--- config.mk ---
export PLATFORM = sky130hd
export DESIGN_NAME = dcache_tag_update_flat
export DESIGN_NICKNAME = d
export VERILOG_FILES = /design/src/source/dcache_pkg.sv /design/src/source/dcache_ifs.sv /design/src/source/dcache_tag_update.sv /design/src/flat_wrapper.sv
export SDC_FILE = /design/constraint.sdc
export NUM_CORES = 1
export LEC_CHECK = 0
export BUFFER_PORTS_ARGS = -buffer_cell sky130_fd_sc_hd__buf_2
export CORE_ASPECT_RATIO = 0.5
export CORE_MARGIN = 5
export CORE_UTILIZATION = 33
export DETAILED_ROUTE_END_ITERATION = 10
export GPL_TIMING_DRIVEN = 1
export PLACE_DENSITY = 0.84
export SYNTH_ARGS = -nofsm -noshare
export SYNTH_HDL_FRONTEND = slang
export SYNTH_SLANG_ARGS = --single-unit
--- constraint.sdc ---
create_clock -name vclk -period 2.2
set_clock_uncertainty 0.15 [all_clocks]
set_input_delay 0.11 -clock vclk [all_inputs]
set_output_delay 0.11 -clock vclk [all_outputs]
set_load 0.05 [all_outputs]
--- src/source/dcache_pkg.sv ---
// data cache package
// geometry, address fields and shared types
`default_nettype none

package dcache_pkg;

  localparam int num_ways  = 4;
  localparam int num_sets  = 256;
  localparam int addr_w    = 20;    // byte address, 1MB space
  localparam int tag_w     = 10;
  localparam int index_w   = 8;
  localparam int offset_w  = 2;
  localparam int word_w    = 32;
  localparam int age_w     = 2;     // lru counter per way
  localparam int num_lanes = word_w / 8;

  typedef logic [addr_w-1:0]           addr_t;
  typedef logic [index_w-1:0]          index_t;
  typedef logic [tag_w-1:0]            ctag_t;
  typedef logic [offset_w-1:0]         offset_t;
  typedef logic [word_w-1:0]           word_t;
  typedef logic [$clog2(num_ways)-1:0] way_t;
  typedef logic [age_w-1:0]            age_t;   // 0 = most recently used

  typedef struct packed {
    logic  valid;
    age_t  age;
    ctag_t tag;
  } tag_entry_t;

  typedef enum logic [1:0] {
    size_byte,
    size_half,
    size_word,
    size_illegal   // no lanes written
  } store_size_e;

  // what the writers commit this cycle
  typedef enum logic [1:0] {
    acc_read,
    acc_store,
    acc_fill,
    acc_init
  } access_kind_e;

  function automatic ctag_t get_tag(input addr_t a);
    return a[addr_w-1 -: tag_w];   // bits 19..10
  endfunction

  function automatic index_t get_index(input addr_t a);
    return a[offset_w +: index_w];   // bits 9..2
  endfunction

  function automatic offset_t get_offset(input addr_t a);
    return a[offset_w-1:0];   // byte lane
  endfunction

endpackage

`default_nettype wire

--- src/source/dcache_ifs.sv ---
// tag and data array ports
`timescale 1ns/100ps
`default_nettype none

interface tag_port_if import dcache_pkg::*; ();

  index_t     rd_index;            // sampled on the clock edge
  index_t     wr_index;
  logic       we;                  // one enable, all ways written together
  tag_entry_t wdata [num_ways];
  tag_entry_t rdata [num_ways];    // one cycle after rd_index

  modport ctrl   (output rd_index, output wr_index);
  modport writer (output we, output wdata, input rdata);
  modport reader (input rdata);
  modport array  (input rd_index, input wr_index, input we, input wdata, output rdata);

endinterface


`default_nettype wire

--- src/source/dcache_tag_update.sv ---
// tag entry update, lru ages
`timescale 1ns/100ps
`default_nettype none

module dcache_tag_update import dcache_pkg::*; (
  input  wire logic         upd_en,
  input  wire access_kind_e kind,
  input  wire addr_t        req_addr,
  input  wire way_t         access_way,
  tag_port_if.writer        tag_port
);

  age_t old_age;

  assign tag_port.we = upd_en;

  always_comb begin
    old_age = tag_port.rdata[access_way].age;   // accessed way before update
    for (int w = 0; w < num_ways; w++) begin
      tag_port.wdata[w] = tag_port.rdata[w];
      if (kind == acc_init) begin
        tag_port.wdata[w].valid = 1'b0;
        tag_port.wdata[w].age   = age_t'(w);   // ages start as a permutation
        tag_port.wdata[w].tag   = '0;
      end else if (way_t'(w) == access_way) begin
        tag_port.wdata[w].valid = 1'b1;
        tag_port.wdata[w].age   = '0;   // now most recent
        tag_port.wdata[w].tag   = get_tag(req_addr);
      end else if (tag_port.rdata[w].age < old_age) begin
        tag_port.wdata[w].age = tag_port.rdata[w].age + 1'b1;   // younger ways age by one
      end
    end
  end

endmodule

`default_nettype wire

--- src/flat_wrapper.sv ---
// flat-port wrapper written by rule: the top's interface ports become plain ports
module dcache_tag_update_flat import dcache_pkg::*;
  (upd_en, kind, req_addr, access_way, tag_port_we, tag_port_wdata, tag_port_rdata);
  tag_port_if tag_port_i ();
  input  wire logic upd_en;
  input  wire access_kind_e kind;
  input  wire addr_t req_addr;
  input  wire way_t access_way;
  output wire logic [$bits(tag_port_i.we)-1:0] tag_port_we;
  output wire logic [$bits(tag_port_i.wdata)-1:0] tag_port_wdata;
  input wire logic [$bits(tag_port_i.rdata)-1:0] tag_port_rdata;
  assign tag_port_we = tag_port_i.we;
  assign tag_port_wdata = {>>{tag_port_i.wdata}};
  assign tag_port_i.rdata = {>>{tag_port_rdata}};
  dcache_tag_update u_core (.upd_en(upd_en), .kind(kind), .req_addr(req_addr), .access_way(access_way), .tag_port(tag_port_i));
endmodule
After elaboration in Yosys (flattened, before gate mapping)
Index checks and enable logic that the tools add are counted.
- flip-flop bits (word level): 0
- word-level logic and storage cells: 38
- bits of input ports: 77
- output and inout bits: 53
- bitwise gates (word level): 1
- reduce and logical (&&, ||, !) cells: 1
- eq/ne operators: 4
- add/sub/neg operators: 4
- muxes and demuxes: 23
- order comparisons: 5
- operators with widths (operator ; number):
    two-way mux 13 bit ; 4
    two-way mux 10 bit ; 4
    binary-select mux 13 bit (select 2 bit) ; 1
    two-way mux 12 bit ; 2
    two-way mux 2 bit ; 8
    adder 2 x 1 -> 2 bit, second input constant ; 4
    less-than comparator 2 bit ; 4
    equality test 2 bit, first input constant ; 2
    two-way mux 1 bit ; 4
    >= comparator 3 bit, second input constant ; 1
    inverter 2 -> 3 bit ; 1
    equality test 1 x 2 -> 1 bit, first input constant ; 1
    equality test 2 bit, second input constant ; 1
    zero test 2 bit ; 1

Logic depth before layout (Yosys ltp)
Gate-level depths: netlist (run 1).
- depth after elaboration: 8
- mapped depth: 7
- depth with buffers taken out: 6

Worst setup path after synthesis (run 1)
No wires, ideal clock.
- path type: input to output
- start point: input access_way[0]
- end point: output tag_port_wdata[49]
- stages: 6
- required time: 1940 ps
- data arrival time: 3564 ps
- buffers on the path: 1
- setup slack: -1624 ps
- cell sequence: buf_6 -> mux4_2 -> inv_1 -> ha_1 -> nor3b_1 -> a2111oi_0
- cells in the longest elaborated chain, start to end: 8
- elaborated cells between the ends (all ways): 9
- classes of those cells: 1 x order compare; 6 x mux; 1 x bitwise; 1 x reduce/logical
- ends and longest elaborated chain (element ; RTL line ; RTL):
    from (decl) ; flat_wrapper.sv:8 ; input wire way_t access_way;
    inverter 2 -> 3 bit (not written as such) ; dcache_tag_update.sv:18 ; old_age = tag_port.rdata[access_way].age;
    binary-select mux 13 bit (select 2 bit) ; dcache_tag_update.sv:18 ;
    two-way mux 12 bit (not written as such) (2 in a row) ; dcache_tag_update.sv:18 ;
    less-than comparator 2 bit ; dcache_tag_update.sv:29 ; end else if (tag_port.rdata[w].age < old_age) begin
    two-way mux 2 bit ; dcache_tag_update.sv:29 ;
    two-way mux 2 bit * ; dcache_tag_update.sv:25 ; end else if (way_t'(w) == access_way) begin
    two-way mux 13 bit * ; dcache_tag_update.sv:21 ; if (kind == acc_init) begin
    to (decl) ; flat_wrapper.sv:10 ; output wire logic [$bits(tag_port_i.wdata)-1:0] tag_port_wdata;
Every way passes the cells marked *; elsewhere a longest branch is shown, timed or not. The select of a mux whose other input is x is not followed.

Final worst setup path (run 1)
- start point: input access_way[0]
- end point: output tag_port_wdata[24]
Same word-level chain as after synthesis.

==> flow_metrics.tcl, run 1 <==
set metrics [dict create \
    status "complete, no violations" \
    swShare 0.699 \
    crit_arrival_ns 1.84 \
    max_stage_delay_ns 0.50 \
    yosys_warnings 0 \
    drt_wl_total_um 4360 \
    hp-class "primary input to primary output" \
    grt_pass1_vias 1451 \
    seqCellArea_um2 0 \
    drive_gt1_frac 0.485 \
    clock_buffers 0 \
    layout.nets 382 \
    max_freq_mhz 475 \
    critPathTopFamily "multiplexers" \
    n_fill_cell 281 \
    synth_fp_nets 267 \
    via_count 1640 \
    drv_slew 0 \
    mostFrequentLayoutCell "buf_2" \
    critPathBufInv 3 \
    hold_viol 0 \
    grt_pass1_wl_um 6490 \
    pwr-share-clk 0 \
    io_pins 130 \
    synthSimpleGateAreaFrac 0.492 \
    syn_inst 186 \
    seq_area_frac_synth 0 \
    firstDrtPassIters 4 \
    detail_route.iter0.violations 62 \
    setup_viol 0 \
    power.density_nw_per_um2 431 \
    drv_cap 0 \
    initial_core_util 0.355 \
    ant_nets 0 \
    min_to "tag_port_we" \
    power.switching_w 0.000514 \
    final_cell_mix "buf_2 (113), nand2_1 (83), a21oi_1 (40), buf_4 (14), nor2_1 (9)" \
    endpoint_kind "primary output" \
    comb_power_share 1.000 \
    synth_top_area_share 0.329 \
    synth.largest_area_cell "nand2_1" \
    die-height_um 47.9 \
    synthesis.area_um2 946 \
    row_count 13 \
    required_ns 1.94 \
    peakVddDrop_mv 0.227 \
    grt_usage 0.193 \
    die_w_um 85.7 \
    place_ws_ns -0.0505 \
    drc_errors 0 \
    antennaDiodeCount 0 \
    critPathKind "primary input to primary output" \
    worst_slack_ns 0.0968 \
    portBuffers 118 \
    gp_congestion 0.811 \
    grt_max_degree 46 \
    power_frac_seq 0 \
    core_area_um2 2670 \
    dieArea_um2 4100 \
    synth-adder-area-share 0.0529 \
    hold_depth 0 \
    antenna_found_initial 0 \
    syn_area_per_cell_um2 5.09 \
    crit_chain "buf_2 -> mux4_2 -> inv_2 -> ha_1 -> nor3b_4 -> xnor2_1 -> o21ai_4 -> buf_6" \
    grt-ovfl-total 0 \
    crit_path_max_fanout 4 \
    slew_headroom 0.617 \
    fin_crit_sh 0.956 \
    synth_area_leaders "nand2_1 (33%), a21oi_1 (21%), nor3b_1 (5.6%)" \
    hold_ws_ns 0.0700 \
    seq_cells 0 \
    synth-xor-area-share 0.0370 \
    crit_slowest_cell "mux4_2" \
    rsz0062_at_grt "false" \
    hold_start "upd_en" \
    start_kind "primary input" \
    synth_top_family_by_area "simple AND/OR/NAND/NOR gates" \
    area_growth_pct 80.7 \
    worst_pin_slew_ns 0.575 \
    p_int_w 0.000222 \
    finalCriticalPeriod_ns 2.10 \
    avgViaCountPerCell 4.88 \
    synth_compound_area_frac 0.278 \
    hpwl_um 3600 \
    synth_mux_area_frac 0.0476 \
    wire_per_inst_um 13.0 \
    synth_cell_type_count 25 \
    leakage_nw 0.960 \
]
what timing repair did:
action                                  CTS  global route
endpoints found under the setup margin    2             8
gates cloned                              0             0
resized for setup                         3            10
pin swaps                                 0             1
buffers inserted                          0             0
hold buffers                              0             0
metal layers:
layer | global-route usage | share of wire | vias to the layer above
met1 | 0.207 | 0.36 | 745
met4 | 0.00946 | 0 | 0
met5 | 0 | 0 | -
met3 | 0.0137 | 0.074 | 0
met2 | 0.446 | 0.57 | 52
li1 | - | - | 843
cells by family (layout without fill, tap and decap cells):
family                     Yosys count  after routing
AOI/OAI and AO/OA                   47             47
muxes                                2              2
buffers and inverters               19            132
xor gates and xnor gates             4              4
and+or+nand+nor                    110            110
adders and majority gates            4              4
layout make-up:
class	instances	area (um2)	share of cell area
multi-input cells	167	966	0.565
repair buffers	128	682	0.399
well taps	37	46.3	0.0271
inverters	4	15.0	0.00878
power groups by stage:
stage / Combinational, W / Clock, W / Sequential (W)
6_report: 0.000736 / 0 / 0
5_1_grt: 0.000782 / 0 / 0
4_1_cts: 0.000730 / 0 / 0
3_5_place_dp: 0.000722 / 0 / 0
3_3_place_gp: 0.000709 / 0 / 0
2_1_floorplan: 0.000532 / 0 / 0
worst max path at each step:
stage                  start  cells after the start                 end  slack [ns]
2_1_floorplan  access_way[0]                      6  tag_port_wdata[49]       -0.24
3_5_place_dp   access_way[0]                      8  tag_port_wdata[24]       -0.05
5_1_grt        access_way[0]                      8  tag_port_wdata[24]        0.03
6_report       access_way[0]                      8  tag_port_wdata[24]         0.1
4_1_cts        access_way[0]                      8  tag_port_wdata[23]        0.03
3_3_place_gp   access_way[0]                      8  tag_port_wdata[24]        0.03
cell usage after synthesis:
cell       count
nand2_1       83
a21oi_1       40
nor2_1        10
clkbuf_1       8
nor3b_1        7
buf_2          4
ha_1           4
inv_1          4
xnor2_1        4
nor2b_1        3
and2_1         2
mux4_2         2
o21ai_0        2
o41ai_1        2
a2111oi_0      1
a2111oi_2      1
and2b_1        1
buf_1          1
buf_4          1
buf_6          1
nand2b_1       1
nor3_1         1
o21bai_2       1
or2_2          1
or2b_1         1
through the flow:
step / total power, W / utilization / TNS, ns / cells / instance area, um2
floorplan: 0.000532 / - / -0.482 / 186 / 1040
global placement: 0.000709 / 0.629 / 0 / 336 / 1680
detailed placement: 0.000722 / 0.629 / -0.0710 / 336 / 1680
CTS: 0.000730 / 0.633 / 0 / 336 / 1690
global route: 0.000782 / 0.641 / 0 / 336 / 1710
finish: 0.000736 / 0.641 / 0 / 336 / 1710
(Power assumes the default switching activity.)
==> run 2, diff against run 1 <==
--- a/config.mk
+++ b/config.mk
@@ -12,6 +12,7 @@
 export DETAILED_ROUTE_END_ITERATION = 10
 export GPL_TIMING_DRIVEN = 1
 export PLACE_DENSITY = 0.84
+export SETUP_SLACK_MARGIN = 0.1
 export SYNTH_ARGS = -nofsm -noshare
 export SYNTH_HDL_FRONTEND = slang
 export SYNTH_SLANG_ARGS = --single-unit
==> run 2 against run 1 <==
  * Die area stayed put
  * Critical path depth did not move
  * First-iteration DRC count grew 13%
  * Non-clock buffer count shrank 1
  * Global-route usage grew 1.4 points
  * Final area grew 2.8%
  * Cell count fell by 0.30%
  * Largest power group unchanged
==> flow_metrics.tcl, run 2 (synthesis gave the netlist of run 1 again) <==
set metrics [dict create \
    status "complete, no violations" \
    grt-ovfl-total 0 \
    swShare 0.690 \
    crit_chain "buf_2 -> mux4_2 -> inv_2 -> ha_1 -> nor3b_4 -> buf_4 -> o41ai_2 -> buf_4" \
    clock_buffers 0 \
    firstDrtPassIters 4 \
    final_cell_mix "buf_2 (111), nand2_1 (83), a21oi_1 (40), buf_4 (11), nor2_1 (9)" \
    gp_congestion 0.837 \
    postCtsSetupRepairBufs 0 \
    hold_depth 0 \
    max_stage_delay_ns 0.50 \
    pwr-share-clk 0 \
    crit_slowest_cell "mux4_2" \
    grt_pass1_vias 1491 \
    setup_viol 0 \
    layout.nets 381 \
    avgViaCountPerCell 5.01 \
    hold_ws_ns 0.0700 \
    core_area_um2 2670 \
    leakage_nw 0.977 \
    utilization 0.659 \
    finalNonFillerCells 335 \
    crit_arrival_ns 1.84 \
    seq_cells 0 \
    detail_route.iter0.violations 70 \
    start_kind "primary input" \
    finalCriticalPeriod_ns 2.10 \
    tns_ns 0 \
    hold_start "upd_en" \
    drv_cap 0 \
    min_to "tag_port_we" \
    dieArea_um2 4100 \
    drt_wl_total_um 4600 \
    grt_pass1_wl_um 6860 \
    p_int_w 0.000238 \
    area_growth_pct 85.7 \
    die-height_um 47.9 \
    path_common_cell "buf_4" \
    slew_headroom 0.597 \
    initial_core_util 0.355 \
    io_pins 130 \
    required_ns 1.94 \
    power_w 0.000767 \
    seqCellArea_um2 0 \
    peakVddDrop_mv 0.268 \
    mostFrequentLayoutCell "buf_2" \
    hold_viol 0 \
    portBuffers 118 \
    comb_power_share 1.000 \
    antennaDiodeCount 0 \
    wire_per_inst_um 13.7 \
    power.density_nw_per_um2 437 \
    power.switching_w 0.000529 \
    drive_gt1_frac 0.490 \
    grt_usage 0.207 \
    drc_errors 0 \
    die_w_um 85.7 \
    ant_nets 0 \
    hpwl_um 3720 \
    endpoint_kind "primary output" \
    via_count 1680 \
    drv_slew 0 \
    max_freq_mhz 476 \
    fin_crit_sh 0.954 \
    grt_max_degree 47 \
    power_frac_seq 0 \
    crit_path_max_fanout 4 \
    rsz0062_at_grt "true" \
    antenna_found_initial 0 \
    dpl.cell_count 335 \
    hp-class "primary input to primary output" \
    row_count 13 \
    critPathKind "primary input to primary output" \
    worst_pin_slew_ns 0.604 \
]
-- run 2: power groups by stage --
stage	Clock [W]	Sequential [W]	Combinational [W]
final	0	0	0.000767
after global placement	0	0	0.000721
after detailed placement	0	0	0.000732
after global routing	0	0	0.000812
after floorplan	0	0	0.000537
after CTS	0	0	0.000742
-- run 2: stage by stage --
step                      setup slack (ns)  area (um2)
after CTS                           0.0839        1710
after global routing                0.0284        1760
final                                0.101        1760
after detailed placement            0.0254        1690
after global placement              0.0931        1690
after floorplan                     -0.230        1050
-- run 2: how the worst max path moves through the flow --
stage	start	to	slack (ns)	cells past startpoint
after floorplan	access_way[0]	tag_port_wdata[36]	-0.23	6
after global placement	access_way[0]	tag_port_wdata[37]	0.09	8
after detailed placement	access_way[0]	tag_port_wdata[37]	0.03	8
after CTS	access_way[0]	tag_port_wdata[37]	0.08	8
after global routing	access_way[0]	tag_port_wdata[36]	0.03	8
final	access_way[0]	tag_port_wdata[36]	0.10	8
-- run 2: layer usage --
layer,GRT usage,part of all wire
met5,0,0
met4,0.0347,0.012
met1,0.239,0.38
met3,0.0103,0.066
met2,0.446,0.54
-- run 2: layout make-up --
type | instances | area, um2
well taps | 37 | 46.3
multi-input cells | 167 | 992
repair buffers | 127 | 703
fillers | 250 | 911
inverters | 4 | 15.0
-- run 2: repair_timing --
| item | CTS | global route |
|---|---|---|
| resized for setup | 5 | 14 |
| pin swaps | 0 | 4 |
| setup endpoints to repair | 5 | 7 |
| hold buffers | 0 | 0 |
-- run 2: critical path, delay by kind of cell --
kind | cells | cell delay (ns)
AO/OA/AOI/OAI | 1 | 0.33
adder cells (fa/ha/maj) | 1 | 0.22
buffers and inverters | 4 | 0.59
multiplexers | 1 | 0.50
AND/OR/NAND/NOR | 1 | 0.07
==> run 3, diff against run 2 <==
--- a/config.mk
+++ b/config.mk
@@ -5,13 +5,14 @@
 export SDC_FILE = /design/constraint.sdc
 export NUM_CORES = 1
 export LEC_CHECK = 0
+export ABC_AREA = 1
 export BUFFER_PORTS_ARGS = -buffer_cell sky130_fd_sc_hd__buf_2
 export CORE_ASPECT_RATIO = 0.5
 export CORE_MARGIN = 5
 export CORE_UTILIZATION = 33
 export DETAILED_ROUTE_END_ITERATION = 10
 export GPL_TIMING_DRIVEN = 1
-export PLACE_DENSITY = 0.84
+export PLACE_DENSITY = 0.82
 export SETUP_SLACK_MARGIN = 0.1
 export SYNTH_ARGS = -nofsm -noshare
 export SYNTH_HDL_FRONTEND = slang
==> run 3 against run 2 <==
  * Die area up 3.1%
  * Area after synthesis up 3.7%
  * Via count increased by 4.9%
==> flow_metrics.tcl, run 3 <==
set metrics [dict create \
    status "complete, no violations" \
    grt-ovfl-total 0 \
    via_count 1763 \
    synth_fp_nets 298 \
    grt_max_degree 23 \
    synth_common_cells "nor2_1 (88), o21ai_0 (45), nand2_1 (28)" \
    tns_ns 0 \
    endpoint_kind "primary output" \
    crit_arrival_ns 1.75 \
    critPathKind "primary input to primary output" \
    row_count 14 \
    antennaDiodeCount 0 \
    synth.largest_area_cell "nor2_1" \
    syn_area_per_cell_um2 4.52 \
    final_cell_mix "buf_2 (114), nor2_1 (88), o21ai_0 (42), nand2_1 (26), inv_1 (16)" \
    detail_route.iter0.violations 59 \
    hold_viol 0 \
    hold_ws_ns 0.0704 \
    layout.nets 413 \
    postCtsSetupRepairBufs 0 \
    hpwl_um 3660 \
    power.density_nw_per_um2 431 \
    fin_crit_sh 0.915 \
    synth_top_family_by_area "simple AND/OR/NAND/NOR gates" \
    finalCriticalPeriod_ns 2.01 \
    ant_nets 0 \
    grt_usage 0.184 \
    portBuffers 118 \
    syn_inst 217 \
    gp_congestion 0.830 \
    antenna_found_initial 0 \
    io_pins 130 \
    setup_viol 0 \
    firstDrtPassIters 4 \
    synth-xor-area-share 0.0268 \
    synth_area_leaders "nor2_1 (34%), o21ai_0 (23%), nand2_1 (11%)" \
    drc_errors 0 \
    avgViaCountPerCell 4.76 \
    max_freq_mhz 497 \
    drive_gt1_frac 0.445 \
    drv_cap 0 \
    start_kind "primary input" \
    peakVddDrop_mv 0.172 \
    synth-adder-area-share 0.0510 \
    synth_compound_area_frac 0.254 \
    worst_pin_slew_ns 0.387 \
    slew_headroom 0.742 \
    leakage_nw 1.03 \
    seq_area_frac_synth 0 \
    wire_per_inst_um 11.8 \
    seq_cells 0 \
    grt_pass1_vias 1599 \
    mostFrequentLayoutCell "buf_2" \
    drt_wl_total_um 4350 \
    yosys_warnings 0 \
    synth_top_area_share 0.337 \
    synthesis.area_um2 981 \
    required_ns 1.94 \
    synthSimpleGateAreaFrac 0.514 \
    clock_buffers 0 \
    synth_mux_area_frac 0 \
    core_area_um2 2930 \
    utilization 0.584 \
    crit_path_max_fanout 6 \
    hp-class "primary input to primary output" \
    synth_most_common_cell "nor2_1" \
    die-height_um 48.6 \
    die_w_um 87.1 \
    grt_pass1_wl_um 6730 \
    synth_cell_type_count 21 \
    dieArea_um2 4230 \
    area_growth_pct 74.2 \
    seqCellArea_um2 0 \
    initial_core_util 0.335 \
    rsz0062_at_grt "true" \
    drv_slew 0 \
]
[run 3: cell types whose count changed in the layout (fill, tap and decap cells not counted), sizes merged, moves of 7 or more]
| cell | change |
|---|---|
| a21oi | -38 |
| nor3b | -7 |
| inv | +16 |
| nand2 | -53 |
| nor2 | +79 |
| o21ai | +44 |
[run 3: where the power goes]
part           switching [W]  total, W  internal (W)
clock                      0         0             0
sequential                 0         0             0
combinational       0.000535  0.000737      0.000202
[run 3: layout make-up]
cell class / instances / area (um2)
repair buffers: 127 / 676
inverters: 20 / 77.6
fillers: 303 / 1220
well taps: 40 / 50.0
multi-input cells: 183 / 906
[run 3: per-layer routing]
layer | vias to the layer above | GRT usage | routed length, um
met3 | 2 | 0.0119 | 260
li1 | 908 | - | -
met4 | 0 | 0.0153 | 10
met1 | 800 | 0.202 | 1640
met2 | 53 | 0.390 | 2440
met5 | - | 0 | 0
[run 3: final timing paths]
kind                           from                 end  slack, ns  cells after the start
worst max-delay path  access_way[0]  tag_port_wdata[37]       0.19                     10
worst min-delay path         upd_en         tag_port_we       0.07                      0
[run 3: worst max-delay path, cell delays in order]
cell and delay [ns]:
clkbuf_4 0.15, inv_2 0.05, nand2_2 0.06, inv_2 0.05, a221oi_4 0.29, ha_1 0.29
nand3b_1 0.22, xor2_2 0.22, nor3_4 0.12, buf_6 0.18
[run 3: repair_timing]
item                       in CTS  in global routing
pin swaps                       0                  4
hold buffers                    0                  0
setup endpoints to repair       4                  7
resized for setup               7                 11
[run 3: stage by stage]
step	area, um2	power [W]	instances	setup WS (ns)
2_1_floorplan	1020	0.000528	217	0.127
3_3_place_gp	1650	0.000706	370	0.0556
5_1_grt	1710	0.000784	370	0.0895
4_1_cts	1670	0.000728	370	0.0965
6_report	1710	0.000737	370	0.187
3_5_place_dp	1650	0.000717	370	-0.0111
[run 3: cell families (layout without fill, tap and decap cells)]
group / after synthesis / count (layout)
AO/OA/AOI/OAI: 49 / 49
XOR/XNOR: 3 / 3
adder cells (fa/ha/maj): 4 / 4
buffers and inverters: 34 / 147
AND/OR/NAND/NOR: 127 / 127
